File: config.mk
export PLATFORM = sky130hd
export DESIGN_NAME = line_loader
export DESIGN_NICKNAME = d
export VERILOG_FILES = /design/src/design/driver_pkg.sv /design/src/design/line_loader.sv
export SDC_FILE = /design/constraint.sdc
export NUM_CORES = 1
export LEC_CHECK = 0
export BUFFER_PORTS_ARGS = -buffer_cell sky130_fd_sc_hd__buf_2
export CAP_MARGIN = 30
export CORE_AREA = 2 2 217 219
export DETAILED_ROUTE_END_ITERATION = 10
export DIE_AREA = 0 0 219 221
export SLEW_MARGIN = 20
export SYNTH_ARGS = -nofsm -noshare
export SYNTH_HDL_FRONTEND = slang
export SYNTH_SLANG_ARGS = --single-unit
File: constraint.sdc
create_clock -name clk -period 2.55 [get_ports clk]
set_input_delay 0.51 -clock clk [delete_from_list [all_inputs] [get_ports clk]]
set_output_delay 0.51 -clock clk [all_outputs]
set_load 0.005 [all_outputs]
File: src/design/driver_pkg.sv
`default_nettype none

package driver_pkg;

    // Lane geometry
    localparam int NUM_FX              = 2;
    localparam int NUM_FY              = 3;
    localparam int NUM_LANES           = NUM_FX * NUM_FY;
    localparam int MASK_WORDS_PER_HALF = 8;
    localparam int BYTES_PER_LINE      = 16;
    localparam int WINDOW_BYTES        = 32;

    // Lines 0 and 1 come in through the load strobes
    localparam int FETCH_COUNT_INIT = 2;

    localparam int MASK_WIDTH = 16;
    localparam int BYTE_WIDTH = 8;
    localparam int LINE_WIDTH = 128;
    localparam int ADDR_WIDTH = 14;

    typedef logic [MASK_WIDTH-1:0] mask_word_t;
    typedef logic [BYTE_WIDTH-1:0] enc_byte_t;
    typedef logic [LINE_WIDTH-1:0] mem_line_t;
    typedef logic [ADDR_WIDTH-1:0] act_addr_t;

    // lane = fx*3 + fy
    typedef logic [2:0] lane_idx_t;
    typedef logic [NUM_LANES-1:0] lane_vec_t;

    // Bit lane*2 + half
    typedef logic [2*NUM_LANES-1:0] load_vec_t;

    // 0..16 bytes per step
    typedef logic [4:0] byte_count_t;
    typedef logic [3:0] byte_offset_t;

    typedef enum logic [2:0] {
        IDLE,
        SELECT,
        SHIFT_FIRST,
        FETCH,
        SHIFT_REST
    } driver_state_t;

endpackage

`default_nettype wire

File: src/design/line_loader.sv
`timescale 1ns/1ps
`default_nettype none

module line_loader (
    input  logic                  clk,
    input  logic                  arst_n_in,
    input  driver_pkg::mem_line_t masks_input,
    input  driver_pkg::mem_line_t encoded_input,
    input  driver_pkg::load_vec_t load_half,
    input  logic                  zero_padding,
    input  driver_pkg::lane_vec_t refill_en,
    output driver_pkg::mask_word_t load_mask_words [driver_pkg::MASK_WORDS_PER_HALF],
    output driver_pkg::enc_byte_t  load_bytes [driver_pkg::BYTES_PER_LINE],
    output driver_pkg::load_vec_t  lane_load_en,
    output driver_pkg::lane_vec_t  lane_refill_en
);
    import driver_pkg::*;

    logic      zero_padding_q;
    logic      pad_bytes;
    load_vec_t refill_halves;

    // Padding flag seen with the fetch request applies to the returning line
    always_ff @(posedge clk or negedge arst_n_in) begin
        if (!arst_n_in) begin
            zero_padding_q <= 1'b0;
        end else begin
            zero_padding_q <= zero_padding;
        end
    end

    assign pad_bytes = (|refill_en) ? zero_padding_q : zero_padding;

    // Most significant word first
    always_comb begin
        for (int i = 0; i < MASK_WORDS_PER_HALF; i++) begin
            load_mask_words[i] = zero_padding ? '0 :
                masks_input[LINE_WIDTH-1-MASK_WIDTH*i -: MASK_WIDTH];
        end
        for (int i = 0; i < BYTES_PER_LINE; i++) begin
            load_bytes[i] = pad_bytes ? '0 :
                encoded_input[LINE_WIDTH-1-BYTE_WIDTH*i -: BYTE_WIDTH];
        end
    end

    always_comb begin
        refill_halves = '0;
        for (int l = 0; l < NUM_LANES; l++) begin
            refill_halves[2*l+1] = refill_en[l];
        end
    end

    assign lane_load_en   = load_half;
    assign lane_refill_en = refill_en;

    // Refill and load share the byte path
    assert property (@(posedge clk) disable iff (!arst_n_in)
        (load_half & refill_halves) == '0);

endmodule

`default_nettype wire

# Word level (Yosys, flattened, before mapping)
# Index checks and enable logic that the tools add are counted.
# op_classes
order_cmp,0
n_shift,0
n_addsub,0
multipliers,0
n_div,0
bitwise,0
n_reduce_logical,1
muxes,25
eq_ne,0
# ops
operator,n
16-bit 2-to-1 mux,8
8-bit 2-to-1 mux,16
6-bit OR reduction,1
1-bit 2-to-1 mux,1
# totals
romBits,0
output_inout_bits,274
elab_cells,27
register_bits,1
n_memories,0
ram_bits,0
latchBits,0

# Logic depth before layout (Yosys ltp)
# logic_depth
word_depth,3
ltp_mapped,5
ltp_nobuf,3

# Worst setup path after synthesis
# Ideal clock, no wire load.
# synth_timing
path_kind,in2out
from,input port refill_en[5]
to,output port load_bytes[0] (netlist bit)
path_slack_ps,174
required_time_ps,2040
arrival_ps,1866
path_stages,5
path_buffers,2
cell_sequence,or4_4 or3_4 buf_6 buf_6 and3_1
# synth_lines
item,line,rtl
from (decl),line_loader.sv:11,"input driver_pkg::lane_vec_t refill_en,"
to (decl),line_loader.sv:13,"output driver_pkg::enc_byte_t load_bytes [driver_pkg::BYTES_PER_LINE],"

==> flow_summary.toml <==
[status]
status = "finished with violations"
violations = "negative setup slack"

[global_route]
grt.overflow.total = 0
grt_pass1_vias = 4198
grt_max_degree = 130
antenna_found_initial = 27
groute.usage.overall_pct = 10.4
grt_pass1_wl_um = 34400

[synthesis]
synth_area_leaders = "and3_1 (39%), nor2b_1 (39%), buf_6 (7.6%), buf_4 (6.5%), clkbuf_1 (4.7%)"
synth_fa_ha_area_share_pct = 0
synth.distinct_cells = 13
synth_top_area_share_pct = 38.8
yosysSeqAreaShare_pct = 1.21
synth-xor-area-share_pct = 0
syn_area_um2 = 2060
synth_simple_gate_area_share_pct = 79.0
synth_common_cells = "and3_1 (128), nor2b_1 (128), clkbuf_1 (26), buf_4 (18), buf_6 (14)"
async_flop_share_pct = 100
synth_top_family_by_area = "simple AND/OR/NAND/NOR gates"
ys_ff_latch = 1
synth_largest_area_cell = "and3_1"
synthFlopType = "dfrtp_1"
synth_compound_area_share_pct = 0.242
synthMuxAreaShare_pct = 0
synth_cells = 322
avgSynthCellArea_um2 = 6.41
synth-edff-count = 0
synth_warnings = 0
syn-num-nets = 599

[layout]
largest-register = "zero_padding_q"
fill_cells = 5432
largest_reg_flops = 1
final_cells = 1412
fin_util_pct = 11.7
fin_nets = 1079
final_area_um2 = 5370
drive_above_1_share_pct = 68.9
area_growth_pct = 160
reg_top3 = "zero_padding_q: 1 flops"

[place]
pre_cts_slack_ns = -0.162
port_buffers = 526
gp_congestion = 0.909
hpwl_um = 24200
placed_area_um2 = 5170
place_inst = 1403

[critical_path]
critPathMaxFanout = 55
cp-start-kind = "input pin"
path_class = "in2out"
crit_path_end_kind = "output pin"
arrival_ns = 2.20
crit_required_ns = 2.04

[timing]
drv_slew = 0
rsz0062_at_grt = "yes"
finalHoldViolations = 0
fmaxAchievable_mhz = 369
setup_tns_ns = -16.65
period_needed_ns = 2.71
layout_setup_ws_ns = -0.163
slew_headroom_pct = 58.3
finalCritPeriodShare_pct = 106
tightest_slew_ns = 0.626
setup_viol = 128

[route]
ant_nets = 0
detail_route.wirelength_um = 27800
via_count = 4324
drc_errors = 0
drt_first_pass_iters = 4
drt_iter0_drc = 123
via_per_inst = 3.06
wl_per_cell_um = 19.7

[floorplanning]
initial_utilization_pct = 4.48
row_count = 79
fp.coreArea_um2 = 46100
die_y_um = 221
die_x_um = 219
dieArea_um2 = 48400
io_pins = 551

[clocking]
hold_buffers = 0
path_clk_slew_ns = 0

[hold_path]
hold_path_class = "in2async"

[power]
peakVddDrop_uv = 80.3
leakagePower_nw = 3.34
power_density_nw_per_um2 = 147

[flow_run]
maxCapViolations = 0
-- routing by layer --
metal | wire [µm] | up-vias | global-route usage, %
met5 | 59 | - | 0
met4 | 702 | 8 | 1.20
li1 | - | 2004 | -
met3 | 5470 | 58 | 8.19
met2 | 13800 | 404 | 20.2
met1 | 7800 | 1850 | 8.20
-- report_power, final --
part           switching, mW  leakage (nW)  internal [mW]   total (mW)
registers            0.00150        0.0117         0.0170       0.0185
clock network              0     0.0000317    0.000000265  0.000000265
logic                  0.347          3.33          0.423        0.770
total                  0.348          3.34          0.440        0.788
-- per-stage QoR --
step                hold slack [ns]  power [mW]
floorplan                     0.214       0.285
global placement              0.285       0.768
detailed placement            0.287       0.763
CTS                           0.287       0.783
global route                  0.290       0.878
finish                        0.286       0.788
-- layout make-up --
class	instances	area [µm²]	share of cell area (%)
Sequential cell	1	25.0	0.466
Multi-Input combinational cell	260	1690	31.5
Inverter	1	3.75	0.0699
Timing Repair Buffer	538	2870	53.6
Antenna cell	5	12.5	0.233
Tap cell	607	759	14.2
-- how the worst max path moves through the flow --
| stage | start | to | cells after the start |
|---|---|---|---|
| 4_1_cts | refill_en[5] | load_bytes[112] | 6 |
| 3_3_place_gp | refill_en[5] | load_bytes[105] | 6 |
| 3_5_place_dp | refill_en[5] | load_bytes[112] | 6 |
| 5_1_grt | refill_en[5] | load_bytes[23] | 6 |
| 2_1_floorplan | refill_en[5] | load_bytes[0] | 5 |
| 6_report | refill_en[4] | load_bytes[9] | 6 |
-- cell families after synthesis --
| logic type | Yosys count |
|---|---|
| buffers and inverters | 61 |
| DFF | 1 |
| and+or+nand+nor | 259 |
| AOI/OAI and AO/OA | 1 |
-- layout by cell type (no fill, tap or decap) --
cell type and n:
or2_2 1, buf_12 2, buf_6 11, buf_2 515
diode_2 5, or4_4 1, inv_1 1, buf_4 7
or3_4 1, nor2b_1 128, and3_4 9, clkbuf_16 1
buf_16 2, and3_1 119, o21ai_4 1, dfrtp_1 1
-- worst max-delay path: stages --
cell and delay, ns:
buf_2 0.11, or4_4 0.51, or3_4 0.46, buf_16 0.19, and3_1 0.23, buf_2 0.12
-- what timing repair did --
action	in CTS	in global routing
endpoints found under the setup margin	128	128
pin swaps	1	1
hold endpoints to repair	0	0
cloned	1	1
setup buffers	2	0
gates resized for setup	2	21
(Power assumes the default switching activity.)
