[src/design/driver_pkg.sv]
`default_nettype none

package driver_pkg;

    // Lane geometry
    localparam int NUM_FX              = 2;
    localparam int NUM_FY              = 3;
    localparam int NUM_LANES           = NUM_FX * NUM_FY;
    localparam int MASK_WORDS_PER_HALF = 8;
    localparam int BYTES_PER_LINE      = 16;
    localparam int WINDOW_BYTES        = 32;

    // Lines 0 and 1 come in through the load strobes
    localparam int FETCH_COUNT_INIT = 2;

    localparam int MASK_WIDTH = 16;
    localparam int BYTE_WIDTH = 8;
    localparam int LINE_WIDTH = 128;
    localparam int ADDR_WIDTH = 14;

    typedef logic [MASK_WIDTH-1:0] mask_word_t;
    typedef logic [BYTE_WIDTH-1:0] enc_byte_t;
    typedef logic [LINE_WIDTH-1:0] mem_line_t;
    typedef logic [ADDR_WIDTH-1:0] act_addr_t;

    // lane = fx*3 + fy
    typedef logic [2:0] lane_idx_t;
    typedef logic [NUM_LANES-1:0] lane_vec_t;

    // Bit lane*2 + half
    typedef logic [2*NUM_LANES-1:0] load_vec_t;

    // 0..16 bytes per step
    typedef logic [4:0] byte_count_t;
    typedef logic [3:0] byte_offset_t;

    typedef enum logic [2:0] {
        IDLE,
        SELECT,
        SHIFT_FIRST,
        FETCH,
        SHIFT_REST
    } driver_state_t;

endpackage

`default_nettype wire

[src/design/lane_drain.sv]
`timescale 1ns/1ps
`default_nettype none

module lane_drain (
    input  logic                     clk,
    input  logic                     arst_n_in,
    input  driver_pkg::lane_idx_t    lane_sel,
    input  logic                     capture_out,
    input  logic                     latch_address,
    input  driver_pkg::act_addr_t    start_address,
    input  driver_pkg::mask_word_t   head_mask [driver_pkg::NUM_LANES],
    input  driver_pkg::enc_byte_t    window_head
                                         [driver_pkg::NUM_LANES][driver_pkg::BYTES_PER_LINE],
    input  driver_pkg::byte_offset_t offset [driver_pkg::NUM_LANES],
    input  driver_pkg::act_addr_t    fetch_count [driver_pkg::NUM_LANES],
    output driver_pkg::mask_word_t   masks_output,
    output driver_pkg::mem_line_t    encoded_output,
    output driver_pkg::byte_count_t  head_ones,
    output driver_pkg::byte_offset_t sel_offset,
    output driver_pkg::act_addr_t    fetch_address
);
    import driver_pkg::*;

    mask_word_t sel_mask;
    mem_line_t  packed_bytes;
    act_addr_t  start_q;

    assign sel_mask   = head_mask[lane_sel];
    assign sel_offset = offset[lane_sel];

    always_comb begin
        head_ones = '0;
        for (int i = 0; i < MASK_WIDTH; i++) begin
            head_ones = head_ones + byte_count_t'(sel_mask[i]);
        end
    end

    // First window byte goes to the top and unused bytes stay zero
    always_comb begin
        packed_bytes = '0;
        for (int i = 0; i < BYTES_PER_LINE; i++) begin
            if (i < int'(head_ones)) begin
                packed_bytes[LINE_WIDTH-1-BYTE_WIDTH*i -: BYTE_WIDTH] =
                    window_head[lane_sel][i];
            end
        end
    end

    always_ff @(posedge clk or negedge arst_n_in) begin
        if (!arst_n_in) begin
            masks_output   <= '0;
            encoded_output <= '0;
        end else if (capture_out) begin
            masks_output   <= sel_mask;
            encoded_output <= packed_bytes;
        end
    end

    // Held through the step
    always_ff @(posedge clk or negedge arst_n_in) begin
        if (!arst_n_in) begin
            start_q <= '0;
        end else if (latch_address) begin
            start_q <= start_address;
        end
    end

    assign fetch_address = start_q + fetch_count[lane_sel];

endmodule

`default_nettype wire

[config.mk]
export PLATFORM = sky130hd
export DESIGN_NAME = lane_drain
export DESIGN_NICKNAME = d
export VERILOG_FILES = /design/src/design/driver_pkg.sv /design/src/design/lane_drain.sv
export SDC_FILE = /design/constraint.sdc
export NUM_CORES = 1
export LEC_CHECK = 0
export ABC_AREA = 1
export BUFFER_PORTS_ARGS = -buffer_cell sky130_fd_sc_hd__buf_4
export CORE_AREA = 2 2 456 458
export DETAILED_ROUTE_END_ITERATION = 6
export DIE_AREA = 0 0 458 460
export HOLD_SLACK_MARGIN = 0.08
export PLACE_DENSITY = 0.3
export SLEW_MARGIN = 30
export SYNTH_ARGS = -nofsm -noshare
export SYNTH_HDL_FRONTEND = slang
export SYNTH_SLANG_ARGS = --single-unit
[constraint.sdc]
create_clock -name clk -period 6.05 [get_ports clk]
set_input_delay 0.9075 -clock clk [delete_from_list [all_inputs] [get_ports clk]]
set_output_delay 0.9075 -clock clk [all_outputs]
set_load 0.02 [all_outputs]
# == Word-level counts from Yosys, hierarchy flattened ==
# Cells that the tools add are included.
# totals
reg_bits,158
# op_classes
n_addsub,16
order_cmp,17
mux,28
bitwise_logic,1
# ops
operator,n
128-bit binary-select mux with 3-bit select,1
128-bit two-way mux,2
8-bit two-way mux,16
5-bit by 1-bit adder with 5-bit output,11
16-bit binary-select mux with 3-bit select,1
14-bit binary-select mux with 3-bit select,1
4-bit by 5-bit < comparator with 1-bit output (first input constant),8
16-bit two-way mux,2
14-bit two-way mux,2
3-bit by 5-bit < comparator with 1-bit output (first input constant),4
14-bit adder,1
4-bit binary-select mux with 3-bit select,1
1-bit by 5-bit < comparator with 1-bit output (first input constant),2
2-bit by 5-bit < comparator with 1-bit output (first input constant),2
4-bit two-way mux,2
4-bit by 1-bit adder with 5-bit output,1
3-bit by 1-bit adder with 4-bit output,1
4-bit greater-or-equal comparator (second input constant),1
3-bit NOT with 4-bit output,1
2-bit by 1-bit adder with 3-bit output,1
1-bit by 1-bit adder with 2-bit output,1

# == Longest topological paths before layout ==
# depth
ltp_word,21
ltp_mapped,28
ltp_nobuf,25

# == Worst setup path before layout ==
# Ideal clock, no wire load.
# synth_timing
path_kind,input -> output
start,in lane_sel[0]
end,out head_ones[2]
t_arrival_ps,4857
setup_slack_ps,286
cell_stages,19
n_path_buf,3
path_cell_list,buf_4 buf_6 clkbuf_1 or2_2 o211ai_1 nand2_1 inv_1 fa_1 inv_1 fa_1 fa_1 inv_1 fa_1 inv_1 ha_1 fa_1 nand2_1 inv_1 nor2_4
# synth_via
elab_chain_cells,19
# synth_rtl
item,line,rtl
start: declaration,lane_drain.sv:7,"input driver_pkg::lane_idx_t lane_sel,"
3-bit NOT with 4-bit output (implied by the code) (*),lane_drain.sv:28,assign sel_mask = head_mask[lane_sel];
16-bit binary-select mux with 3-bit select (*),lane_drain.sv:28,
16-bit two-way mux (implied by the code) (*) (2 in series),lane_drain.sv:28,
1-bit by 1-bit adder with 2-bit output,lane_drain.sv:34,head_ones = head_ones + byte_count_t'(sel_mask[i]);
2-bit by 1-bit adder with 3-bit output,lane_drain.sv:34,
3-bit by 1-bit adder with 4-bit output,lane_drain.sv:34,
4-bit by 1-bit adder with 5-bit output,lane_drain.sv:34,
5-bit by 1-bit adder with 5-bit output (10 in series),lane_drain.sv:34,
5-bit by 1-bit adder with 5-bit output (*),lane_drain.sv:34,
end: declaration,lane_drain.sv:18,"output driver_pkg::byte_count_t head_ones,"
# Mark *: on every way between the ends. The rest lies on a longest branch, timed or not. The select of a mux whose other input is x is not followed.

# == Worst setup path in the final report ==
# layout_timing
start,in lane_sel[0]
end,out head_ones[4]
# layout_via
word_cells_on_any_way,19
cone_classes,add/sub: 15; mux: 3; bitwise: 1
# layout_lines
item,line,rtl
3-bit NOT with 4-bit output (implied by the code),lane_drain.sv:28,
16-bit binary-select mux with 3-bit select,lane_drain.sv:28,
16-bit two-way mux (implied by the code) (2 in series),lane_drain.sv:28,
via sel_mask[3],lane_drain.sv:24,mask_word_t sel_mask;
3-bit by 1-bit adder with 4-bit output,lane_drain.sv:34,
4-bit by 1-bit adder with 5-bit output,lane_drain.sv:34,
5-bit by 1-bit adder with 5-bit output (11 in series),lane_drain.sv:34,
# The timed path passes the listed nets, and every way through them passes these cells. The select of a mux whose other input is x is not followed.

==> flow_metrics.tcl <==
set metrics [dict create \
    status "finished clean" \
    clkSinkCount 158 \
    cts_buffer_depth 2 \
    grt_max_degree 100 \
    nNetsFinal 4803 \
    dp_cells 6462 \
    grt_pass1_wl_um 239000 \
    grt_overflow 0 \
    area_delta_synth_final_pct 82.7 \
    p_total_mw 8.67 \
    tns_ps 0 \
    arrival_ps 4950 \
    row_count 167 \
    setup_viol 0 \
    via_per_inst 3.69 \
    hold_violations 0 \
    ys_types 35 \
    antenna_found_initial 130 \
    synthTopCellsByArea "dfrtp_1 25%, nand2_1 23%, nand3_1 14%" \
    cp_max_fo 28 \
    core_area_sq_um 206000 \
    cts_root_buf "clkbuf_16" \
    final_util 0.139 \
    wl_um 188000 \
    nFillCells 24400 \
    ys_ff_latch 158 \
    num_vias 24100 \
    place_congestion 0.913 \
    pre_cts_slack_ps -162 \
    drt_iter0_drc 1563 \
    netlist_area_sq_um 15600 \
    cpMaxStageDelayCell "fa_1" \
    yosys_warnings 0 \
    wl_per_cell_um 28.8 \
    die_y_um 460 \
    critPathCaptureType "output pin" \
    dp_hpwl_um 160000 \
    min-delay-path-class "primary input to async pin" \
    synth_top_cell_area_share 0.253 \
    relSlewSlack 0.325 \
    hold_ws_ps 252 \
    port_buffers 1159 \
    place_area_sq_um 27800 \
    power_density_nw_per_um2 304 \
    crit_type "primary input to output pin" \
    fin_worst_skew_ps 0 \
    vdd_ir_drop_max_v 0.000293 \
    dieWidth_um 458 \
    synth_nets 3728 \
    grt_pass1_vias 24800 \
    clk_pin_slew_ps 90 \
    fin_crit_sh 0.967 \
    fin_cells 6529 \
    crit_buf_inv 7 \
    grtUsageTotal 0.171 \
    final_area_sq_um 28500 \
    syn_avg_cell_area_sq_um 5.77 \
    drc 0 \
    htree_num_levels 4 \
    drive_above_1_share 0.358 \
    crit_top_cell "fa_1" \
    fmax_mhz 171 \
    period_needed_ps 5850 \
    maxCapViolations 0 \
    synth_seq_area_share 0.253 \
    numCtsBuffers 17 \
    setup_ws_ps 197 \
    ant_nets 0 \
    required_ps 5140 \
    ff_latch_area_sq_um 3950 \
    worstSkewPairLatency_ps 560 \
    initial_core_util 0.0758 \
    cts_tree "built" \
    cp-start-kind "primary input" \
    multi_input_area_sq_um 10400 \
    cp_top_family "adder cells" \
    rsz0062_at_grt "false" \
    critPathMaxStageDelay_ps 520 \
    worst_pin_slew_ps 1010 \
    path_cells "buf_16 > inv_16 > buf_12 > buf_4 > nor2_1 > o21ai_1 > fa_1 > fa_1 > fa_1 > inv_1 > fa_1 > inv_1 > ha_1 > fa_2 > nand2_2 > a21oi_4 > buf_4" \
    drt-pass1-iter-count 7 \
    drv_slew 0 \
    yosys.area.top_type "dfrtp_1" \
    leakagePower_nw 13.9 \
    die_area_sq_um 211000 \
    ios 1160 \
    syn_inst 2706 \
]
-- flip-flops by register name, indices dropped and copies added, names as in the netlist --
| name | cells |
|---|---|
| start_q | 14 |
| encoded_output | 128 |
| masks_output | 16 |
-- cells in the mapped netlist --
library cell	count
ha_1	18
or2_2	28
xor2_1	5
buf_6	4
buf_1	22
mux2_2	12
a31oi_1	8
fa_1	11
inv_1	64
nand2_1	973
a21oi_4	1
buf_4	16
nand3_1	450
nand4_1	12
dfrtp_1	158
nand2_2	1
inv_2	6
o211ai_1	28
nor2_1	294
nand3b_1	4
o21ai_1	137
o22ai_1	17
buf_2	111
a21boi_2	1
nand3_2	1
a21oi_1	19
o21ai_0	216
o21bai_1	4
nor3_1	17
inv_4	1
clkbuf_1	59
a21o_1	1
nor2_4	3
o21ai_2	2
xnor2_1	2
-- logic make-up after synthesis --
kind of cell / Yosys count / share of synthesized area
AOI/OAI and AO/OA: 434 / 0.148
xor gates and xnor gates: 7 / 0.00392
adders and majority gates: 29 / 0.0285
buffers and inverters: 283 / 0.0828
DFF: 158 / 0.253
muxes: 12 / 0.00865
and+or+nand+nor: 1783 / 0.475
-- power breakdown --
part / internal [mW] / total (mW) / switching [mW]
clock network: 0.664 / 1.31 / 0.650
registers: 1.37 / 1.58 / 0.210
logic: 2.24 / 5.78 / 3.54
-- cell usage in the layout (no fill, tap or decap), types with 3 or more instances in the layout --
master / instances
buf_4: 1241
nand2_1: 972
nand3_1: 450
nor2_1: 294
o21ai_0: 214
dfrtp_1: 158
o21ai_1: 139
inv_1: 64
diode_2: 31
or2_2: 28
o211ai_1: 28
buf_12: 19
a21oi_1: 18
ha_1: 18
clkbuf_16: 18
o22ai_1: 17
nor3_1: 17
nand4_1: 12
mux2_2: 12
fa_1: 10
a31oi_1: 8
xor2_1: 5
o21bai_1: 4
nand3b_1: 4
clkinv_4: 4
inv_8: 3
nor2_4: 3
inv_2: 3
bufinv_16: 3
buf_8: 3
buf_6: 3
-- path summary, 6_finish.rpt --
kind	startpoint	to	slack, ps	depth (start not counted)
min	arst_n_in	encoded_output[117]$_DFFE_PN0P_	250	1
max in group asynchronous	arst_n_in	encoded_output[34]$_DFFE_PN0P_	4510	2
min reg2reg	encoded_output[91]$_DFFE_PN0P_	encoded_output[91]$_DFFE_PN0P_	480	2
min in group clk	encoded_output[91]$_DFFE_PN0P_	encoded_output[91]$_DFFE_PN0P_	480	2
max reg2reg	start_q[12]$_DFFE_PN0P_	start_q[12]$_DFFE_PN0P_	5220	1
max	lane_sel[0]	head_ones[4]	200	17
-- layer usage --
layer  part of all wire  global-route usage  wire, um  vias up
met2               0.48               0.293     90400     1136
li1                   -                   -         -    11100
met1               0.39               0.195     73900    11600
met3               0.11              0.0779     20100      212
met4              0.015              0.0362      2810       78
met5             0.0027                   0       508        -
-- cell type report --
class                           instances  area share
Inverter                               71      0.0107
Multi-Input combinational cell       2265       0.364
Clock inverter                         12     0.00561
Tap cell                             2704       0.119
Timing Repair Buffer                 1268       0.344
Sequential cell                       158       0.139
Clock buffer                           20      0.0156
Antenna cell                           31     0.00272
-- timing repair --
| item | CTS | global route |
|---|---|---|
| gates cloned | 0 | 1 |
| hold buffers | 0 | 0 |
| pin swaps | 2 | 4 |
| setup endpoints to repair | 4 | 4 |
| buffers inserted | 1 | 3 |
| resized for setup | 4 | 7 |
No activity file was read; power rests on OpenSTA's default activity.
