### src/design/driver_pkg.sv
`default_nettype none

package driver_pkg;

    // Lane geometry
    localparam int NUM_FX              = 2;
    localparam int NUM_FY              = 3;
    localparam int NUM_LANES           = NUM_FX * NUM_FY;
    localparam int MASK_WORDS_PER_HALF = 8;
    localparam int BYTES_PER_LINE      = 16;
    localparam int WINDOW_BYTES        = 32;

    // Lines 0 and 1 come in through the load strobes
    localparam int FETCH_COUNT_INIT = 2;

    localparam int MASK_WIDTH = 16;
    localparam int BYTE_WIDTH = 8;
    localparam int LINE_WIDTH = 128;
    localparam int ADDR_WIDTH = 14;

    typedef logic [MASK_WIDTH-1:0] mask_word_t;
    typedef logic [BYTE_WIDTH-1:0] enc_byte_t;
    typedef logic [LINE_WIDTH-1:0] mem_line_t;
    typedef logic [ADDR_WIDTH-1:0] act_addr_t;

    // lane = fx*3 + fy
    typedef logic [2:0] lane_idx_t;
    typedef logic [NUM_LANES-1:0] lane_vec_t;

    // Bit lane*2 + half
    typedef logic [2*NUM_LANES-1:0] load_vec_t;

    // 0..16 bytes per step
    typedef logic [4:0] byte_count_t;
    typedef logic [3:0] byte_offset_t;

    typedef enum logic [2:0] {
        IDLE,
        SELECT,
        SHIFT_FIRST,
        FETCH,
        SHIFT_REST
    } driver_state_t;

endpackage

`default_nettype wire

### src/design/lane_buffer.sv
`timescale 1ns/1ps
`default_nettype none

module lane_buffer (
    input  logic                       clk,
    input  logic                       arst_n_in,
    input  logic                       reset_driver,
    input  logic [1:0]                 load_en,
    input  logic                       refill_en,
    input  driver_pkg::mask_word_t     load_mask_words [driver_pkg::MASK_WORDS_PER_HALF],
    input  driver_pkg::enc_byte_t      load_bytes [driver_pkg::BYTES_PER_LINE],
    input  logic                       mask_pop,
    input  logic                       shift_en,
    input  driver_pkg::byte_count_t    shift_amount,
    output driver_pkg::mask_word_t     head_mask,
    output driver_pkg::enc_byte_t      window_head [driver_pkg::BYTES_PER_LINE],
    output driver_pkg::byte_offset_t   offset,
    output driver_pkg::act_addr_t      fetch_count
);
    import driver_pkg::*;

    localparam int MASK_WORDS = 2 * MASK_WORDS_PER_HALF;

    mask_word_t  mask_chain [MASK_WORDS];
    enc_byte_t   window [WINDOW_BYTES];
    enc_byte_t   shifted [WINDOW_BYTES];
    byte_count_t offset_sum;

    // Mask chain with the head at word 0
    always_ff @(posedge clk or negedge arst_n_in) begin
        if (!arst_n_in) begin
            for (int i = 0; i < MASK_WORDS; i++) begin
                mask_chain[i] <= '0;
            end
        end else if (mask_pop) begin
            for (int i = 0; i < MASK_WORDS - 1; i++) begin
                mask_chain[i] <= mask_chain[i+1];
            end
            mask_chain[MASK_WORDS-1] <= '0;
        end else begin
            for (int i = 0; i < MASK_WORDS_PER_HALF; i++) begin
                if (load_en[0]) begin
                    mask_chain[i] <= load_mask_words[i];
                end
                if (load_en[1]) begin
                    mask_chain[MASK_WORDS_PER_HALF+i] <= load_mask_words[i];
                end
            end
        end
    end

    // Window moves toward byte 0 while zeros enter at the top
    always_comb begin
        int src;
        for (int i = 0; i < WINDOW_BYTES; i++) begin
            src = i + int'(shift_amount);
            shifted[i] = (src < WINDOW_BYTES) ? window[src % WINDOW_BYTES] : '0;
        end
    end

    always_ff @(posedge clk) begin
        if (shift_en) begin
            window <= shifted;
        end else begin
            for (int i = 0; i < BYTES_PER_LINE; i++) begin
                if (load_en[0]) begin
                    window[i] <= load_bytes[i];
                end
                // Refill lands in the upper half only
                if (load_en[1] || refill_en) begin
                    window[BYTES_PER_LINE+i] <= load_bytes[i];
                end
            end
        end
    end

    assign offset_sum = byte_count_t'(offset) + shift_amount;

    // Offset wraps at the line boundary, which bumps the next fetch line
    always_ff @(posedge clk or negedge arst_n_in) begin
        if (!arst_n_in) begin
            offset      <= '0;
            fetch_count <= act_addr_t'(FETCH_COUNT_INIT);
        end else if (reset_driver) begin
            offset      <= '0;
            fetch_count <= act_addr_t'(FETCH_COUNT_INIT);
        end else if (shift_en) begin
            offset <= offset_sum[3:0];
            if (offset_sum >= byte_count_t'(BYTES_PER_LINE)) begin
                fetch_count <= fetch_count + act_addr_t'(1);
            end
        end
    end

    assign head_mask = mask_chain[0];

    always_comb begin
        for (int i = 0; i < BYTES_PER_LINE; i++) begin
            window_head[i] = window[i];
        end
    end

    assert property (@(posedge clk) disable iff (!arst_n_in)
        shift_en |-> shift_amount <= byte_count_t'(BYTES_PER_LINE));

endmodule

`default_nettype wire

### config.mk
export PLATFORM = sky130hd
export DESIGN_NAME = lane_buffer
export DESIGN_NICKNAME = d
export VERILOG_FILES = /design/src/design/driver_pkg.sv /design/src/design/lane_buffer.sv
export SDC_FILE = /design/constraint.sdc
export NUM_CORES = 2
export LEC_CHECK = 0
export ABC_CLOCK_PERIOD_IN_PS = 2400
export BUFFER_PORTS_ARGS = -buffer_cell sky130_fd_sc_hd__clkbuf_2
export CAP_MARGIN = 20
export CORE_MARGIN = 4
export CORE_UTILIZATION = 30
export CTS_CLUSTER_SIZE = 12
export DETAILED_ROUTE_END_ITERATION = 12
export GPL_TIMING_DRIVEN = 0
export PLACE_DENSITY = 0.48
export SYNTH_ARGS = -nofsm -noshare
export SYNTH_HDL_FRONTEND = slang
export SYNTH_SLANG_ARGS = --single-unit
### constraint.sdc
create_clock -name clk -period 2.4 [get_ports clk]
set_input_delay 0.12 -clock clk [delete_from_list [all_inputs] [get_ports clk]]
set_output_delay 0.12 -clock clk [all_outputs]
set_load 0.1 [all_outputs]
======== Word-level counts from Yosys, hierarchy flattened ========
Cells that the tools add are included.
word-level totals
  register bits ........................... 530
  bits in latches ......................... 0
  bits in writable memories ............... 0
  bits in read-only memories .............. 0
  output and inout bits ................... 162
  logic and storage cells ................. 433
  memories ................................ 0
cells by class
  add/sub/neg operators ................... 33
  $mul .................................... 0
  div/mod/pow operators ................... 0
  $lt $le $gt $ge ......................... 65
  eq/ne operators ......................... 0
  shifts and indexed selects .............. 0
  multiplexer cells ....................... 183
  bitwise gates (word level) .............. 63
  reductions and logical operators ........ 39
operators with widths
  cell                                                                 count
  binary-select mux 8 bit (select 5 bit)                               32
  greater-or-equal comparator 32 x 6 -> 1 bit (second input constant)  32
  two-way mux 8 bit                                                    128
  inverter 32 bit                                                      31
  two-way mux 256 bit                                                  2
  two-way mux 16 bit                                                   16
  less-than comparator 6 bit (second input constant)                   31
  OR reduction 5 bit                                                   31
  adder 5 x 5 -> 6 bit (first input constant)                          16
  adder 4 x 5 -> 6 bit (first input constant)                          8
  two-way mux 14 bit                                                   3
  inverter 5 -> 32 bit                                                 1
  bitwise AND 1 bit (first input constant)                             31
  adder 3 x 5 -> 6 bit (first input constant)                          4
  adder 14 x 1 -> 14 bit (second input constant)                       1
  adder 2 x 5 -> 6 bit (first input constant)                          2
  nonzero test 2 bit                                                   6
  two-way mux 4 bit                                                    2
  adder 1 x 5 -> 6 bit (first input constant)                          1
  less-than comparator 5 x 6 -> 1 bit (second input constant)          1
  adder 4 x 5 -> 5 bit                                                 1
  greater-or-equal comparator 5 bit (second input constant)            1
  AND reduction 2 bit                                                  1
  logical OR 1 bit                                                     1

======== Longest topological paths before layout ========
  depth in word-level cells ............... 9
  gate-level depth with buffers ........... 15
  gate-level depth less buffers ........... 8

======== Least setup slack after synthesis ========
No wires, ideal clock.
  path type ............................... input-to-reg
  start point ............................. in load_en[1]
  end point ............................... reg window[0] (netlist bit), enable pin
  setup time .............................. 494 ps
  data arrival time ....................... 3786 ps
  required time ........................... 1906 ps
  slack ................................... -1880 ps
  cell stages on the path ................. 4
  buffers on the path ..................... 3
  path through ............................ clkbuf_1 -> clkbuf_1 -> buf_1 -> or3_1
between the ends
  word-level cells in the longest chain between the ends .. 2
RTL lines
  item                             RTL line           text
  from (decl)                      lane_buffer.sv:8   input logic [1:0] load_en,
  logical OR 1 bit                 lane_buffer.sv:70  if (load_en[1] || refill_en) begin
  nonzero test 2 bit (no line)     --
  to (signal assigned)             lane_buffer.sv:63  window <= shifted;
  to (signal, indexed assignment)  lane_buffer.sv:67  window[i] <= load_bytes[i];
  to (signal, indexed assignment)  lane_buffer.sv:71  window[BYTES_PER_LINE+i] <= load_bytes[i];
  to (decl)                        lane_buffer.sv:25  enc_byte_t window [WINDOW_BYTES];
Every way passes these cells.
A chain may end at the register's enable or synchronous reset.

======== Final worst setup path ========
  start point ............................. in shift_en
  end point ............................... reg window (netlist bit window_head[72]), data pin
between the ends
  word-level cells in the longest chain between the ends .. 1
RTL lines
  item                 RTL line           text
  from (decl)          lane_buffer.sv:13  input logic shift_en,
  two-way mux 256 bit  lane_buffer.sv:62  if (shift_en) begin
Every way passes these cells.

==> impl_metrics.yaml <==
critical_path:
  path_cells: "clkbuf_2 -> clkbuf_1 -> o21ai_0 -> nor2_2 -> a22oi_2 -> nand2_1"
  crit_buf_inv: 2
  cpPeakStageDelay_ns: 0.91
  required_ns: 2.93
  arrival_ns: 3.05
  crit_family: "buffers and inverters"
  end_kind: "flop"
  worstSetupStartpointType: "primary input"
  r2r_setup_slack_ns: -0.05
  cp_slowest_cell: "clkbuf_1"
  crit_type: "in2reg"
  r2r_start: "window_head[15]$_DFFE_PP_"
  path_max_fanout: 10
  r2r_end: "window[55]$_DFFE_PP_"
  reg2reg_depth: 5
logic_synthesis:
  ys.flop_type: "dfrtp_1"
  synth_compound_area_share_pct: 8.81
  yosys.area.top_type: "mux4_2"
  synth_top_area_share_pct: 30.3
  syn_inst: 3398
  synthArstFlopShare_pct: 51.7
  ys_seq_elements: 530
  yosysUniqueCellTypes: 55
  synth_xor_area_share_pct: 0.757
  yosys.area_share.simple_pct: 7.35
  synth_top_family_by_area: "multiplexers"
  syn_nets: 3691
  ys_top_cells_by_area: "mux4_2 (30%), edfxtp_1 (18%), dfrtp_1 (16%)"
  synth_seq_area_share_pct: 34.9
  synth-edff-count: 256
  synth_mux_area_share_pct: 41.3
  syn_area_mm2: 0.0417
  synth.avg_cell_area_um2: 12.3
  synthAdderAreaFrac_pct: 0.739
  yosysWarnings: 0
final_layout:
  layout_commonest_cell: "nand2_1"
  layout_common_cells: "nand2_1 (625), mux4_2 (561), clkbuf_2 (430)"
  final_nets: 4630
  final_core_util_pct: 40.1
  multi_input_area_mm2: 0.0256
  syn_to_final_growth_pct: 32.5
  fin_cells: 6209
  regArea_mm2: 0.0146
  fin_area_mm2: 0.0552
  layout-drive-gt1-share_pct: 40.9
  fillerInstances: 13374
cts:
  cts-buffers-inserted: 70
  clockRootBuffer: "clkbuf_16"
  h-tree-depth: 3
  clock_latency_ns: 0.71
  cts_num_sinks: 530
  cts_tree: "done"
  clk_pin_slew_ns: 0.06
  clockBufferDepth: 3
drt:
  drt-initial-drc-count: 5062
  route.met3.wl_mm: 27.9
  routed_wl_mm: 240
  num_vias: 38561
  postRouteAntennaNets: 0
  dr.pass1.iters: 6
  route.met2.wl_mm: 106
  avgViaCountPerCell: 6.21
  wl_met1_mm: 87.0
  post_drt_wl_per_cell_um: 38.6
  routed.top_layer: "met5"
  drc_errors: 0
floorplanning:
  start_util_pct: 30.3
  die_area_mm2: 0.145
  pin_count: 431
  die_w_um: 381
  core_mm2: 0.138
  die_y_um: 381
  placementRows: 136
timing:
  period_share_pct: 105
  tightest_slew_ns: 1.22
  min_period_ns: 2.52
  relSlewSlack_pct: 18.7
  hold-worst-slack_ns: 0.0165
  hold_viol_final: 0
  fmaxAchievable_mhz: 397
  fin_ws_ns: -0.122
  finClkSkew_ns: 0.0544
  rsz0062_at_grt: "yes"
  setup_viol: 28
  drv_slew: 0
pwr:
  ir_drop_mv: 0.569
  p_leak_uw: 0.0231
  power.density_mw_per_mm2: 739
grt:
  grt_pass1_wl_mm: 322
  first_global_vias: 38185
  grt_overflow: 0
  grt_max_degree: 105
  antenna_found_initial: 32
  grt.total_usage_pct: 32.1
job:
  maxCapViolations: 0
placement:
  dp_hpwl_mm: 186
  gp_congestion: 1.05
  post-place-ws_ns: -1.94
  dp.cells: 5654
  dpl_cell_area_mm2: 0.0472
  portBuffers: 427
min_path:
  worstHoldPathType: "in2async"
run_status:
  status: "finished, violations left"
  failed_checks: "negative setup slack"
-- final cells by class --
class                           instances  share of cell area (%)
Antenna cell                           22                  0.0997
Buffer                                404                    5.79
Clock buffer                           96                    3.61
Clock inverter                         32                   0.698
Inverter                               20                   0.204
Multi-Input combinational cell       2429                    46.4
Sequential cell                       530                    26.4
Tap cell                             1794                    4.06
Timing Repair Buffer                  882                    12.7
-- Yosys cell counts, types with 14 or more instances --
library cell  count
buf_6            20
nor2_1           56
clkbuf_1        111
o21ai_0         282
buf_1            37
edfxtp_1        256
inv_1            17
mux2i_1         435
buf_2            72
nand2_1         627
o22ai_1          26
buf_4           180
a21oi_1          27
nor2b_1          14
a22oi_1         208
xnor2_1          30
ha_1             23
mux4_2          561
mux2_2           19
dfrtp_1         273
-- per-stage QoR --
stage | TNS, ns | power, uW
final | -1.15 | 40800
after global routing | -0.297 | 41800
after CTS | -8.82 | 40100
after detailed placement | -508.92 | 27600
after global placement | -2455.30 | 27500
after floorplan | -73.73 | 22200
-- state kept, by name, summed over array words and instances (netlist names) --
register / flops
head_mask: 16
fetch_count: 14
mask_chain: 240
window_head: 128
window: 128
offset: 4
-- cell families after synthesis --
group	Yosys count
buffers and inverters	440
flip-flops	530
XOR/XNOR	36
AND/OR/NAND/NOR	762
adder cells (fa/ha/maj)	24
AO/OA/AOI/OAI	591
multiplexers	1015
-- how the worst max path moves through the flow --
stage | depth (start not counted) | from | end | slack, ns
after floorplan | 11 | shift_amount[1] | window_head[47]$_DFFE_PP_ | -0.55
final | 6 | shift_en | window_head[72]$_DFFE_PP_ | -0.12
after global placement | 1 | arst_n_in | offset[1]$_DFFE_PN0P_ | -6.31
after CTS | 15 | shift_amount[1] | window[100]$_DFFE_PP_ | -0.18
after global routing | 15 | shift_amount[0] | window[97]$_DFFE_PP_ | -0.07
after detailed placement | 11 | shift_amount[3] | window[63]$_DFFE_PP_ | -1.94
-- metal layers --
| layer | track usage (%) | vias to the layer above |
|---|---|---|
| met5 | 0 | - |
| met4 | 20.5 | 20 |
| met3 | 10.8 | 711 |
| met2 | 48.9 | 2865 |
| met1 | 39.2 | 19784 |
| li1 | - | 15181 |
-- power breakdown --
part | switching [uW] | internal, uW
logic | 9820 | 6690
clock network | 4710 | 6420
registers | 2340 | 10900
total | 16900 | 24000
-- what timing repair did --
item                                    CTS  global route
pin swaps                                74            32
resized for setup                       237            86
setup buffers                            75            77
endpoints found under the hold margin   608             0
hold buffers                            259             0
gates cloned                             19             1
endpoints found under the setup margin  280           254
Power figures use the tool's default switching activity.
