File: src/design/driver_pkg.sv
`default_nettype none

package driver_pkg;

    // Lane geometry
    localparam int NUM_FX              = 2;
    localparam int NUM_FY              = 3;
    localparam int NUM_LANES           = NUM_FX * NUM_FY;
    localparam int MASK_WORDS_PER_HALF = 8;
    localparam int BYTES_PER_LINE      = 16;
    localparam int WINDOW_BYTES        = 32;

    // Lines 0 and 1 come in through the load strobes
    localparam int FETCH_COUNT_INIT = 2;

    localparam int MASK_WIDTH = 16;
    localparam int BYTE_WIDTH = 8;
    localparam int LINE_WIDTH = 128;
    localparam int ADDR_WIDTH = 14;

    typedef logic [MASK_WIDTH-1:0] mask_word_t;
    typedef logic [BYTE_WIDTH-1:0] enc_byte_t;
    typedef logic [LINE_WIDTH-1:0] mem_line_t;
    typedef logic [ADDR_WIDTH-1:0] act_addr_t;

    // lane = fx*3 + fy
    typedef logic [2:0] lane_idx_t;
    typedef logic [NUM_LANES-1:0] lane_vec_t;

    // Bit lane*2 + half
    typedef logic [2*NUM_LANES-1:0] load_vec_t;

    // 0..16 bytes per step
    typedef logic [4:0] byte_count_t;
    typedef logic [3:0] byte_offset_t;

    typedef enum logic [2:0] {
        IDLE,
        SELECT,
        SHIFT_FIRST,
        FETCH,
        SHIFT_REST
    } driver_state_t;

endpackage

`default_nettype wire

File: src/design/step_controller.sv
`timescale 1ns/1ps
`default_nettype none

module step_controller (
    input  logic                     clk,
    input  logic                     arst_n_in,
    input  logic                     start_driver,
    input  logic [1:0]               fx,
    input  logic [1:0]               fy,
    input  driver_pkg::byte_count_t  head_ones,
    input  driver_pkg::byte_offset_t sel_offset,
    output logic                     ready_driver,
    output logic                     fetch_request,
    output driver_pkg::lane_idx_t    lane_sel,
    output logic                     capture_out,
    output logic                     latch_address,
    output driver_pkg::lane_vec_t    mask_pop,
    output driver_pkg::lane_vec_t    shift_en,
    output driver_pkg::byte_count_t  shift_amount,
    output driver_pkg::lane_vec_t    refill_en
);
    import driver_pkg::*;

    driver_state_t state_q;
    driver_state_t state_d;
    logic [1:0]    fx_q;
    logic [1:0]    fy_q;
    byte_count_t   count_q;
    byte_count_t   room;
    logic          need_fetch;
    lane_vec_t     lane_onehot;

    always_ff @(posedge clk or negedge arst_n_in) begin
        if (!arst_n_in) begin
            state_q <= IDLE;
            fx_q    <= '0;
            fy_q    <= '0;
            count_q <= '0;
        end else begin
            state_q <= state_d;
            if (state_q == IDLE) begin
                fx_q <= fx;
                fy_q <= fy;
            end
            if (state_q == SELECT) begin
                count_q <= head_ones;
            end else if (state_q == SHIFT_FIRST && need_fetch) begin
                // Left over for the shift after the refill
                count_q <= count_q - room;
            end
        end
    end

    assign lane_sel    = lane_idx_t'(3 * fx_q + fy_q);
    assign lane_onehot = lane_vec_t'(1) << lane_sel;

    // Bytes left before the current line runs out
    assign room       = byte_count_t'(BYTES_PER_LINE) - byte_count_t'(sel_offset);
    assign need_fetch = (count_q != '0) && (count_q >= room);

    always_comb begin
        state_d = state_q;
        case (state_q)
            IDLE:        state_d = start_driver ? SELECT : IDLE;
            SELECT:      state_d = SHIFT_FIRST;
            SHIFT_FIRST: state_d = need_fetch ? FETCH : IDLE;
            FETCH:       state_d = (count_q != '0) ? SHIFT_REST : IDLE;
            SHIFT_REST:  state_d = IDLE;
            default:     state_d = IDLE;
        endcase
    end

    assign latch_address = (state_q == IDLE);
    assign capture_out   = (state_q == SELECT);
    assign ready_driver  = (state_q == SHIFT_FIRST);
    assign fetch_request = ready_driver && need_fetch;

    assign mask_pop  = ready_driver ? lane_onehot : '0;
    assign refill_en = (state_q == FETCH) ? lane_onehot : '0;
    assign shift_en  = ((ready_driver && count_q != '0) || state_q == SHIFT_REST) ?
                       lane_onehot : '0;

    assign shift_amount = (ready_driver && need_fetch) ? room : count_q;

    assert property (@(posedge clk) disable iff (!arst_n_in) fy_q != 2'd3);

endmodule

`default_nettype wire

File: config.mk
export PLATFORM = sky130hd
export DESIGN_NAME = step_controller
export DESIGN_NICKNAME = d
export VERILOG_FILES = /design/src/design/driver_pkg.sv /design/src/design/step_controller.sv
export SDC_FILE = /design/constraint.sdc
export NUM_CORES = 1
export LEC_CHECK = 0
export BUFFER_PORTS_ARGS = -buffer_cell sky130_fd_sc_hd__buf_2
export CAP_MARGIN = 5
export CORE_UTILIZATION = 43
export DETAILED_ROUTE_END_ITERATION = 8
export PLACE_DENSITY = 0.73
export RECOVER_POWER = 50
export SETUP_SLACK_MARGIN = 0.15
export SLEW_MARGIN = 15
export SYNTH_ARGS = -nofsm -noshare
export SYNTH_HDL_FRONTEND = slang
export SYNTH_SLANG_ARGS = --single-unit
File: constraint.sdc
create_clock -name clk -period 2.2 [get_ports clk]
set_input_delay 0.22 -clock clk [delete_from_list [all_inputs] [get_ports clk]]
set_output_delay 0.22 -clock clk [all_outputs]
set_load 0.02 [all_outputs]
==> results of run 1 <==
kinds of logic after synthesis:
logic type | share of synthesized area [%]
and+or+nand+nor | 26.7
AOI/OAI and AO/OA | 16.9
DFF | 27.4
buffers and inverters | 5.14
adders and majority gates | 12.6
xor gates and xnor gates | 6.28
muxes | 5.02
repair_timing:
action,4_1_cts
resized for setup,74
pin swaps,12
hold endpoints to repair,12
endpoints found under the setup margin,25
setup buffers,6
hold buffers,1
metal layers:
metal / overflow / GRT usage, %
met2: 10 / 89.2
met1: 0 / 68.4
met4: 7 / 78.5
met3: 0 / 48.4
met5: 0 / 9.52
per-stage QoR:
stage               utilization, %  instances
CTS                           91.7        232
global placement              77.2        221
detailed placement            77.2        221
floorplan                        -        128
==> impl_summary.txt, run 1 <==
----------------------------------------------------
[Floorplan]
  Width of the die ... 52.5 µm
  Number of top-level pins ... 46
  Effective utilization at floorplan ... 47.7%
  Cell Rows ... 17
  Height of the die ... 52.5 µm

[Clocking]
  Number of CTS-inserted buffers ... 3
  H-Tree Depth ... 1
  Clock net sink count ... 12
  Clock root buffer ... sky130_fd_sc_hd__clkbuf_4
  Maximum clock path buffer count ... 2

[Global routing]
  Largest net degree at the start of global routing ... 13
  Residual overflow from global routing ... 17
  GRT Total Usage ... 70.1%

[Synth]
  Flop and latch count out of synthesis ... 12
  Total number of yosys warnings ... 0
  Top FF cell, synth ... sky130_fd_sc_hd__dfrtp_1
  Netlist area before placement ... 0.00110 mm²
  Number of nets in the synthesized netlist ... 153
  Cell type with the highest aggregate area in the netlist ... sky130_fd_sc_hd__dfrtp_1
  Asr flop ratio synth ... 100%
  Leading cell type by number of instances after synthesis ... sky130_fd_sc_hd__nor2_1
  Gate count after technology mapping ... 128
  Post-synth top area share ... 27.4%
  Synth area leaders ... sky130_fd_sc_hd__dfrtp_1 27%, sky130_fd_sc_hd__nor2_1 8.2%, sky130_fd_sc_hd__ha_1 8.0%
  Fraction of the yosys area taken by sequential cells ... 27.4%
  Count of different cell masters after synthesis ... 40
  Count of flip-flops with a built-in enable after synthesis ... 0
  Synth top cells by count ... 24 x sky130_fd_sc_hd__nor2_1, 17 x sky130_fd_sc_hd__nand2_1, 12 x sky130_fd_sc_hd__dfrtp_1, 8 x sky130_fd_sc_hd__inv_1, 7 x sky130_fd_sc_hd__ha_1
  Post-Synthesis Mean Instance Area ... 8.56 µm²

[STA]
  Worst-path endpoint after global-route repair_timing ... refill_en[2]
  Pin category terminating the worst setup path after the last repair ... top-level output

[Placement]
  Weighted congestion reported at the end of routability-driven placement ... 0.748
  Number of buffers inserted by port buffering ... 45
  Dpl cell area ... 0.00177 mm²
  Final HPWL from detailed placement ... 2.38 mm
  Worst-case setup slack after placement ... -182 ps

[Run status]
  First error message ... [ERROR GRT-0232] Routing congestion too high. Check the congestion heatmap in the GUI.
  Result of the run ... stopped before the end
  Failing step ... global routing

----------------------------------------------------
==> run 2, diff against run 1 <==
--- a/config.mk
+++ b/config.mk
@@ -7,11 +7,11 @@
 export LEC_CHECK = 0
 export BUFFER_PORTS_ARGS = -buffer_cell sky130_fd_sc_hd__buf_2
 export CAP_MARGIN = 5
-export CORE_UTILIZATION = 43
+export CORE_AREA = 2 2 63 65
 export DETAILED_ROUTE_END_ITERATION = 8
-export PLACE_DENSITY = 0.73
+export DIE_AREA = 0 0 65 67
+export PLACE_DENSITY_LB_ADDON = 0.15
 export RECOVER_POWER = 50
-export SETUP_SLACK_MARGIN = 0.15
 export SLEW_MARGIN = 15
 export SYNTH_ARGS = -nofsm -noshare
 export SYNTH_HDL_FRONTEND = slang
==> constraint.sdc (replaced) <==
create_clock -name clk -period 2.9 [get_ports clk]
set_input_delay 0.29 -clock clk [delete_from_list [all_inputs] [get_ports clk]]
set_output_delay 0.29 -clock clk [all_outputs]
set_load 0.02 [all_outputs]
==> impl_summary.txt, run 2 <==
----------------------------------------------------
[Final layout]
  # fillers ... 391
  Post-route standard cell area excluding fillers ... 0.00145 mm²
  Largest register FFs ... 5
  Layout area overhead ... 32.0%
  Share of final-layout standard cells stronger than drive strength 1 ... 34.3%
  Register with the most flip-flops ... count_q
  Final Core Density ... 40.1%
  Largest registers ranked by flip-flop count ... count_q x5, state_q x3
  Number of nets in the layout ... 205
  Antenna Diode Count ... 0
  Most common library cell in the layout ignoring fill and taps ... sky130_fd_sc_hd__buf_2
  Most frequent cells in the layout ... 39 x sky130_fd_sc_hd__buf_2, 24 x sky130_fd_sc_hd__nor2_1, 17 x sky130_fd_sc_hd__nand2_1, 11 x sky130_fd_sc_hd__dfrtp_1, 8 x sky130_fd_sc_hd__inv_1

[Synth]
  Netlist area before placement ... 0.00110 mm²
  Cell type with the highest aggregate area in the netlist ... sky130_fd_sc_hd__dfrtp_1
  Top FF cell, synth ... sky130_fd_sc_hd__dfrtp_1
  Synthesized-area fraction occupied by and/or/nand/nor cells ... 26.7%
  Synth top cells by count ... 24 x sky130_fd_sc_hd__nor2_1, 17 x sky130_fd_sc_hd__nand2_1, 12 x sky130_fd_sc_hd__dfrtp_1, 8 x sky130_fd_sc_hd__inv_1, 7 x sky130_fd_sc_hd__ha_1
  Xor/xnor cell area share of the yosys netlist ... 6.28%
  Total number of yosys warnings ... 0
  Count of flip-flops with a built-in enable after synthesis ... 0
  Asr flop ratio synth ... 100%
  Synth area leaders ... sky130_fd_sc_hd__dfrtp_1 27%, sky130_fd_sc_hd__nor2_1 8.2%, sky130_fd_sc_hd__ha_1 8.0%
  Gate count after technology mapping ... 128
  Post-synth top area share ... 27.4%
  Flop and latch count out of synthesis ... 12
  Count of different cell masters after synthesis ... 40
  Fraction of the yosys area taken by sequential cells ... 27.4%
  Leading cell type by number of instances after synthesis ... sky130_fd_sc_hd__nor2_1
  Dominant combinational cell family by area after synthesis ... simple AND/OR/NAND/NOR gates
  Fraction of synthesized area in multiplexers ... 5.02%
  Area share of fa/ha/maj cells after synthesis ... 12.6%
  Number of nets in the synthesized netlist ... 153
  Post-Synthesis Mean Instance Area ... 8.56 µm²
  Complex-gate fraction of the synthesized area ... 16.9%

[Floorplan]
  Std-Cell Core Area ... 0.00361 mm²
  Number of top-level pins ... 46
  Height of the die ... 67 µm
  Cell Rows ... 22
  Full die area ... 0.00436 mm²
  Width of the die ... 65 µm
  Effective utilization at floorplan ... 30.4%

[Global routing]
  GRT Total Usage ... 13.7%
  Global-route wire length before repair ... 4.80 mm
  Via count of the first global-routing pass ... 1,064
  Residual overflow from global routing ... 0
  Initial antenna violation count ... 0
  Largest net degree at the start of global routing ... 13

[Placement]
  Weighted congestion reported at the end of routability-driven placement ... 0.773
  Worst-case setup slack after placement ... 171 ps
  Number of buffers inserted by port buffering ... 45
  Dpl cell area ... 0.00138 mm²
  Final HPWL from detailed placement ... 2.37 mm

[Detailed routing]
  Starting DRT DRC Count ... 29
  Drt first pass iters ... 5
  Final routed DRC violation total ... 0
  Vias per cell ... 4.73
  Total vias in the final route ... 1,070
  Final routed wirelength across all metal layers ... 2.85 mm
  Antenna viol nets, final ... 0
  Wire length per cell ... 12.6 µm

[STA]
  Pins over their slew limit ... 0
  Slew at the pin closest to its max-slew limit ... 789 ps
  Tightest hold margin ... 274 ps
  Hold Vio Cnt, Final ... 0
  Final period util ... 95.4%
  Setup TNS after final layout ... 0 ps
  Clock skew ... 0.954 ps
  Tmin final ... 2770 ps
  Endpoints failing setup ... 0
  Maximum clock frequency ... 361 MHz
  Max_slew headroom ... 47.0%
  Slack of the critical path ... 133 ps

[Clocking]
  Maximum clock path buffer count ... 2
  Clock root buffer ... sky130_fd_sc_hd__clkbuf_8
  Clock Latency Late Sink ... 230 ps
  H-Tree Depth ... 1
  Clock net sink count ... 12
  Number of CTS-inserted buffers ... 3
  Clock-pin slew on the worst setup and hold paths ... 50 ps
  TritonCTS clock tree ... done

[Min path]
  Number of stages on the worst hold path ... 3
  Min-delay worst type ... primary input to flop
  Worst hold endpoint ... state_q[0]$_DFF_PN0_
  Origin of the worst min-delay path ... start_driver

[Setup path]
  Crit path kind ... flop to output port
  RR Endpoint ... count_q[4]$_DFFE_PN0P_
  WP buf/inv ... 2
  Startpoint type of the worst setup path ... flop
  Maximum fanout along the worst path ... 4
  Cell-by-cell listing of the critical path ... fa_1 -> ha_1 -> xor2_2 -> xnor2_2 -> inv_1 -> or3_4 -> nor2_1 -> buf_2
  Sort of element at the end of the critical path ... output port
  Critical path launch point ... fx_q[1]$_DFFE_PN0P_
  Dominant delay contributor by cell family on the critical path ... adder cells
  Required arrival time at the worst endpoint ... 2610 ps
  CP arrival ... 2480 ps
  Register-to-Register Setup Slack ... 730 ps
  Length in cells of the worst reg-to-reg path ... 9
  Cell at the slowest stage of the critical path ... sky130_fd_sc_hd__fa_1
  Startpoint of the lowest-slack register-to-register path ... count_q[0]$_DFFE_PN0P_
  Slowest Stage Delay on Critical Path ... 460 ps

[Power]
  Ratio of total power to cell area ... 1420 mW/mm²
  Peak supply drop ... 0.000590 V
  Leakage power ... 0.727 nW

[Run status]
  Result of the run ... completed

[Flow run]
  Number of max-cap violations ... 0

----------------------------------------------------
-- run 2: cell counts after synthesis --
Identical to the previous run, type by type.
-- run 2: per-layer routing --
layer | vias to the layer above | track usage [%] | share of wire (%)
met5 | - | 0 | 0
met4 | 0 | 1.86 | 0.25
met3 | 2 | 2.87 | 6.8
met2 | 32 | 22.4 | 49
met1 | 503 | 19.0 | 44
li1 | 533 | - | -
-- run 2: power breakdown --
group	internal, mW	leakage, nW	switching, mW
sequential	0.253	0.143	0.0935
combinational	0.607	0.562	0.961
clock	0.0912	0.0216	0.0562
-- run 2: worst max-delay path by stage --
stage                                to  slack, ps  cells after the start
final                       mask_pop[0]        130                      8
after global routing        shift_en[0]         -9                      8
after CTS                   mask_pop[0]         10                      8
after detailed placement  fetch_request        170                     10
after global placement    fetch_request        210                     10
after floorplan             mask_pop[0]        270                      7
-- run 2: per-stage QoR --
step | power (mW) | cells
6_report | 2.06 | 226
5_1_grt | 2.26 | 226
4_1_cts | 2.00 | 225
3_5_place_dp | 1.84 | 221
3_3_place_gp | 1.82 | 221
2_1_floorplan | 1.43 | 128
-- run 2: logic make-up (layout without fill, tap and decap cells) --
logic type,after synthesis,in the layout
buf+inv,11,61
compound gates,24,24
xor+xnor,7,7
flops,12,12
mux,5,5
simple gates,59,59
fa+ha+maj,10,10
-- run 2: area by class of cell --
cell class	count	area, µm²	share of cell area (%)
multi-input combinational	105	756	52.2
clock buffer	3	41.3	2.85
tap	48	60.1	4.15
inverter	10	45.0	3.11
sequential	12	302	20.8
timing repair buffer	48	243	16.8
-- run 2: tightest hold or removal path: stages --
cell	delay, ps
sky130_fd_sc_hd__buf_2	80
sky130_fd_sc_hd__nand2_1	40
sky130_fd_sc_hd__nand2_1	60
-- run 2: what timing repair did --
item                                    CTS  global route
hold buffers                              1             0
setup buffers                             0             1
endpoints found under the hold margin    12             0
resized for setup                         0             4
endpoints found under the setup margin    0             3
(Power assumes the default switching activity.)
